--- src/design/alut_pkg.sv ---
// alut package with the table entry layout, constants, FSM and command types and the index hash
package alut_pkg;

   // ------------------------------------------------------------------------
   // entry layout
   // ------------------------------------------------------------------------
   localparam int entry_w   = 83;   // valid + time + port + mac
   localparam int valid_bit = 82;
   localparam int time_lsb  = 50;
   localparam int time_msb  = 81;
   localparam int port_lsb  = 48;
   localparam int port_msb  = 49;
   localparam int mac_w     = 48;
   localparam int time_w    = 32;
   localparam int addr_w    = 8;    // table index, 256 entries
   localparam int port_w    = 2;

   localparam logic [addr_w-1:0] max_addr = 8'hff;         // last table index
   localparam logic [time_w-1:0] max_cnt  = 32'hffff_ffff; // time counter wrap value

   typedef struct packed
   {
      logic              valid;
      logic [time_w-1:0] last_time;   // time of last access
      logic [port_w-1:0] port;
      logic [mac_w-1:0]  mac;
   } alut_entry_t;

   typedef enum logic [1:0] {cmd_none = 2'd0, cmd_rsvd = 2'd1,
                             cmd_inval_aged = 2'd2, cmd_inval_all = 2'd3} age_cmd_e;

   typedef enum logic [2:0] {age_idle, age_inval_rd, age_inval_wr,
                             age_inval_all, age_chk} age_state_e;

   typedef enum logic [2:0] {addr_idle, addr_req, addr_rd, addr_wait_rd,
                             addr_age, addr_learn} addr_state_e;

   // table index of a mac, xor of its six bytes
   function automatic logic [addr_w-1:0] hash_mac(input logic [mac_w-1:0] mac);
      logic [addr_w-1:0] idx;
      idx = '0;
      for (int i = 0; i < mac_w / addr_w; i++)
         idx ^= mac[i*addr_w +: addr_w];
      return idx;
   endfunction

endpackage
--- src/design/alut_mem_if.sv ---
// alut memory port, one address with a write strobe and a registered read
interface alut_mem_if import alut_pkg::*; ();

   logic [addr_w-1:0]  addr;    // table index
   logic               write;   // high for a write cycle
   logic [entry_w-1:0] wdata;
   logic [entry_w-1:0] rdata;   // valid one cycle after addr

   modport requester (output addr, output write, output wdata, input rdata);

   modport memory (input addr, input write, input wdata, output rdata);

   // arbiter side of a requester, it samples the request and returns rdata
   modport arb (input addr, input write, input wdata, output rdata);

endinterface

--- src/design/alut_mem_arbiter.sv ---
// alut memory arbiter, hands the table to the address checker or the age checker
module alut_mem_arbiter
(
   input  logic          pclk20,
   input  logic          n_p_reset20,
   input  logic          add_req,            // level from the address checker
   input  logic          sweep_busy,         // age checker owns the table
   output logic          add_check_active,   // address checker owns the table
   alut_mem_if.arb       add_bus,
   alut_mem_if.arb       age_bus,
   alut_mem_if.requester mem_bus
);

   // ------------------------------------------------------------------------
   // ownership flop
   // ------------------------------------------------------------------------
   always_ff @(posedge pclk20 or negedge n_p_reset20)
   begin
      if (!n_p_reset20)
         add_check_active <= 1'b0;
      else if (!add_req)
         add_check_active <= 1'b0;       // released as soon as the request drops
      else if (!sweep_busy)
         add_check_active <= 1'b1;       // granted only between sweeps, then held
   end

   // ------------------------------------------------------------------------
   // bus mux
   // ------------------------------------------------------------------------
   assign mem_bus.addr  = add_check_active ? add_bus.addr  : age_bus.addr;
   assign mem_bus.write = add_check_active ? add_bus.write : age_bus.write;
   assign mem_bus.wdata = add_check_active ? add_bus.wdata : age_bus.wdata;

   assign add_bus.rdata = mem_bus.rdata;   // both sides see the read data
   assign age_bus.rdata = mem_bus.rdata;

   // a grant in the middle of a sweep would split its read and write
   a_no_grant_in_sweep: assert property (@(posedge pclk20) disable iff (!n_p_reset20)
      add_check_active |-> !sweep_busy);

endmodule

--- src/flat_wrapper.sv ---
// flat-port wrapper written by rule: the top's interface ports become plain ports
module alut_mem_arbiter_flat 
  (pclk20, n_p_reset20, add_req, sweep_busy, add_check_active, add_bus_addr, add_bus_write, add_bus_wdata, add_bus_rdata, age_bus_addr, age_bus_write, age_bus_wdata, age_bus_rdata, mem_bus_addr, mem_bus_write, mem_bus_wdata, mem_bus_rdata);
  alut_mem_if add_bus_i ();
  alut_mem_if age_bus_i ();
  alut_mem_if mem_bus_i ();
  input  logic pclk20;
  input  logic n_p_reset20;
  input  logic add_req;
  input  logic sweep_busy;
  output logic add_check_active;
  input wire logic [$bits(add_bus_i.addr)-1:0] add_bus_addr;
  input wire logic [$bits(add_bus_i.write)-1:0] add_bus_write;
  input wire logic [$bits(add_bus_i.wdata)-1:0] add_bus_wdata;
  output wire logic [$bits(add_bus_i.rdata)-1:0] add_bus_rdata;
  input wire logic [$bits(age_bus_i.addr)-1:0] age_bus_addr;
  input wire logic [$bits(age_bus_i.write)-1:0] age_bus_write;
  input wire logic [$bits(age_bus_i.wdata)-1:0] age_bus_wdata;
  output wire logic [$bits(age_bus_i.rdata)-1:0] age_bus_rdata;
  output wire logic [$bits(mem_bus_i.addr)-1:0] mem_bus_addr;
  output wire logic [$bits(mem_bus_i.write)-1:0] mem_bus_write;
  output wire logic [$bits(mem_bus_i.wdata)-1:0] mem_bus_wdata;
  input wire logic [$bits(mem_bus_i.rdata)-1:0] mem_bus_rdata;
  assign add_bus_i.addr = add_bus_addr;
  assign add_bus_i.write = add_bus_write;
  assign add_bus_i.wdata = add_bus_wdata;
  assign add_bus_rdata = add_bus_i.rdata;
  assign age_bus_i.addr = age_bus_addr;
  assign age_bus_i.write = age_bus_write;
  assign age_bus_i.wdata = age_bus_wdata;
  assign age_bus_rdata = age_bus_i.rdata;
  assign mem_bus_addr = mem_bus_i.addr;
  assign mem_bus_write = mem_bus_i.write;
  assign mem_bus_wdata = mem_bus_i.wdata;
  assign mem_bus_i.rdata = mem_bus_rdata;
  alut_mem_arbiter u_core (.pclk20(pclk20), .n_p_reset20(n_p_reset20), .add_req(add_req), .sweep_busy(sweep_busy), .add_check_active(add_check_active), .add_bus(add_bus_i), .age_bus(age_bus_i), .mem_bus(mem_bus_i));
endmodule
--- config.mk ---
export PLATFORM = sky130hd
export DESIGN_NAME = alut_mem_arbiter_flat
export DESIGN_NICKNAME = d
export VERILOG_FILES = /design/src/design/alut_pkg.sv /design/src/design/alut_mem_if.sv /design/src/design/alut_mem_arbiter.sv /design/src/flat_wrapper.sv
export SDC_FILE = /design/constraint.sdc
export NUM_CORES = 1
export LEC_CHECK = 0
export BUFFER_PORTS_ARGS = -buffer_cell sky130_fd_sc_hd__buf_2
export CORE_AREA = 2 2 208 210
export CTS_CLUSTER_SIZE = 8
export DETAILED_ROUTE_END_ITERATION = 12
export DIE_AREA = 0 0 210 212
export GPL_TIMING_DRIVEN = 0
export PLACE_DENSITY = 0.3
export SYNTH_ARGS = -nofsm -noshare
export SYNTH_HDL_FRONTEND = slang
export SYNTH_SLANG_ARGS = --single-unit
--- constraint.sdc ---
create_clock -name pclk20 -period 3.44 [get_ports pclk20]
set_input_delay 0.516 -clock pclk20 [delete_from_list [all_inputs] [get_ports pclk20]]
set_output_delay 0.516 -clock pclk20 [all_outputs]
set_load 0.02 [all_outputs]
==> results by stage <==
Clock network:
- The number of hold buffers added after CTS was 0.
- The clock network latency to the later pin of the worst-skew pair is 0 ns.
- Once the clock tree was built, the setup fixing pass inserted 0 buffers.
- After clock tree synthesis, the repair step resized 0 gates.
- After clock tree synthesis, the clock-pin slew on the worst setup and hold paths is 0 ns.

Setup path:
- The maximum single-stage delay on the critical path is 0.44 ns.
- In this run the worst path has a maximum fanout of 10.
- The slowest cell on the critical path is dfrtp_1.
- The number of buffers and inverters on the critical path is 3.
- The setup path with the least slack is of type flip-flop to output pin.
- The element type at the critical path end is an output pin.
- Counting cells, the worst reg-to-reg path comes to 4.
- The timing startpoint of the critical path is u_core.add_check_active.
- The data arrival time of the worst path is 1.53 ns.
- The kind of start point of the critical path is a flip-flop.
- The kind of cell with the highest combined delay along the critical path is buffers and inverters.
- The required time of the critical path is 2.92 ns.
- The register-to-register setup slack is 2.09 ns.
- In this run the critical register-to-register path is captured at u_core.add_check_active.
- The reg-to-reg startpoint is u_core.add_check_active.
- Traced cell by cell, the critical path runs through buf_4, buf_6, mux2_4, buf_2.

Placement:
- The count of port buffers added during placement is 446.
- The placed instances occupy a cell area of 5589 um^2.
- The HPWL after detailed placement is 12870 um.
- Routability-driven placement finished with a final weighted congestion of between 0.7 and 0.8.

Yosys:
- The number of instances in the synthesized netlist is 271.
- For this run, the register share of the synthesized area comes to 0.009359.
- The synthesized netlist contains 8 unique library cells.
- Counting flops and latches in the post-synthesis netlist gives 1.
- The number of nets in the synthesized netlist is around 540.
- A synthesized cell averages about 10 um^2.
- The netlist area before placement is between 2000 and 3000 um^2.
- For this run, the number of Yosys warnings is 0.

Drt:
- Using the TritonRoute via totals, the vias-per-cell ratio works out to 2.624.
- The sum of routed wire length over all layers is about 14000 um.
- In the final routed layout, each cell accounts on average for roughly 11 um.
- The routed layout has 3314 vias.
- The first routing iteration left 44 violations.
- The remaining number of nets flagged by the antenna check after routing is 0.
- The detailed-routing iteration count for the pre-antenna-repair pass is 4.
- The DRC violations left is 0.

GRT:
- The via count of the first global-routing pass is approximately 3000.
- The total overflow left after global routing is 0.
- Entering global routing, the biggest net connects 11 pins.
- For this run, the total global-route usage over all layers was measured as 0.05014.
- The initial antenna violation count is 0.
- The first global-routing pass estimated between 15000 and 20000 um of wire.

Floorplanning:
- After floorplanning, the core was divided into 76 placement rows.
- The floorplan step defined a die boundary enclosing 44520 um^2.
- The core area is 42510 um^2.
- The starting density of the core is 0.06290.
- During I/O placement, the number of pins put on the boundary was 530.
- Measured along the y axis, the die boundary spans 212 um.
- The die is 210 um wide.

Power and ir drop:
- The total power per unit cell area is 166.7 nW/um^2.
- The static leakage is 3.249 nW.
- The worst voltage drop across the vdd grid is 0.05281 mV.

Layout:
- The area growth from synthesis to layout is 109.0%.
- The number of flip-flops in the largest register came to 1.
- The final cell area excluding filler cells is 5589 um^2.
- The repair_antennas step left the layout with diodes totalling 0.
- The library cells used most frequently in the layout, excluding fill and tap cells, are 448 x buf_2, 167 x buf_4, 69 x mux2_4, 23 x mux2_2, 7 x buf_6.
- The share of cells above drive strength 1 is 0.9958.
- The largest registers in the layout are u_core.add_check_active (1).
- The most common library cell in the layout ignoring fill and taps is buf_2.
- The register with the most flip-flops is u_core.add_check_active.
- In the final design database the tool counted 990 nets.

STA:
- Setup repair after global routing left no endpoint under its margin.
- Based on the critical path, the design can be clocked at up to about 490 MHz.
- The clock skew after layout is 0 ns.
- The worst slew slack as a fraction of its limit is 0.8263.
- The measured slew at the worst slew-check pin is approximately 0.26 ns.
- The number of pins with negative max-slew slack in the final report is 0.
- After routing, the total negative slack on setup checks comes to 0 ns.
- The final hold violation count is 0.
- Setup violations remaining at the end of the flow were counted as 0.
- The final critical delay including setup and external delays is 2.041 ns.
- The portion of the clock cycle consumed by the worst path in the final layout is 0.5933.

Outcome:
- The run finished with clean final reports.

Hold path:
- The class of the worst hold path is input port to async pin.

Flow run:
- The tool flagged a number of max-cap violations equal to 0.
-- metal layers --
metal,GRT usage,share of wire
met5,0,0
met4,0.008070,0.015
met3,0.008567,0.094
met2,0.1086,0.56
met1,0.04910,0.33
-- through the flow --
step	hold WS, ns	utilization	cells	power, mW	setup WS [ns]
CTS	0.3165	0.1315	1263	0.9478	1.275
global placement	0.3189	0.1315	1263	0.9511	1.305
finish	0.3145	0.1315	1263	0.9315	1.399
global route	0.3203	0.1315	1263	0.9874	1.249
floorplan	0.2204	-	271	0.6220	1.718
detailed placement	0.3162	0.1315	1263	0.9452	1.304
-- how the worst max path moves through the flow --
stage	to	slack [ns]	depth (start not counted)
after CTS	mem_bus_wdata[74]	1.27	4
final	mem_bus_wdata[74]	1.40	4
after floorplan	mem_bus_wdata[11]	1.72	3
after detailed placement	mem_bus_wdata[74]	1.30	4
after global placement	mem_bus_wdata[74]	1.31	4
after global routing	mem_bus_wdata[75]	1.25	4
-- cells by family (layout without fill, tap and decap cells) --
| group | after synthesis | in the layout | synth area share |
|---|---|---|---|
| AO/OA/AOI/OAI | 1 | 1 | 0.002809 |
| buffers and inverters | 177 | 623 | 0.5035 |
| multiplexers | 92 | 92 | 0.4843 |
| flip-flops | 1 | 1 | 0.009357 |
-- final cells by class --
class	instances	area [um^2]
tap	546	683.2
inverter	1	3.754
buffer	176	1343
sequential	1	25.02
multi-input combinational	93	1303
fill	4891	36920
timing repair buffer	446	2232
-- Yosys cell counts --
| master | count | area [um^2] |
|---|---|---|
| a21boi_1 | 1 | 7.510 |
| buf_6 | 7 | 78.83 |
| mux2_2 | 23 | 259.0 |
| mux2_4 | 69 | 1036 |
| buf_4 | 167 | 1254 |
| dfrtp_1 | 1 | 25.02 |
| inv_1 | 1 | 3.750 |
| buf_2 | 2 | 10.01 |
-- where the power goes --
part	total, mW	internal, mW	switching (mW)
clock	0	0	0
combinational	0.917	0.463	0.454
sequential	0.0144	0.0128	0.00164
total	0.931	0.476	0.456
No activity file was read; power rests on OpenSTA's default activity.
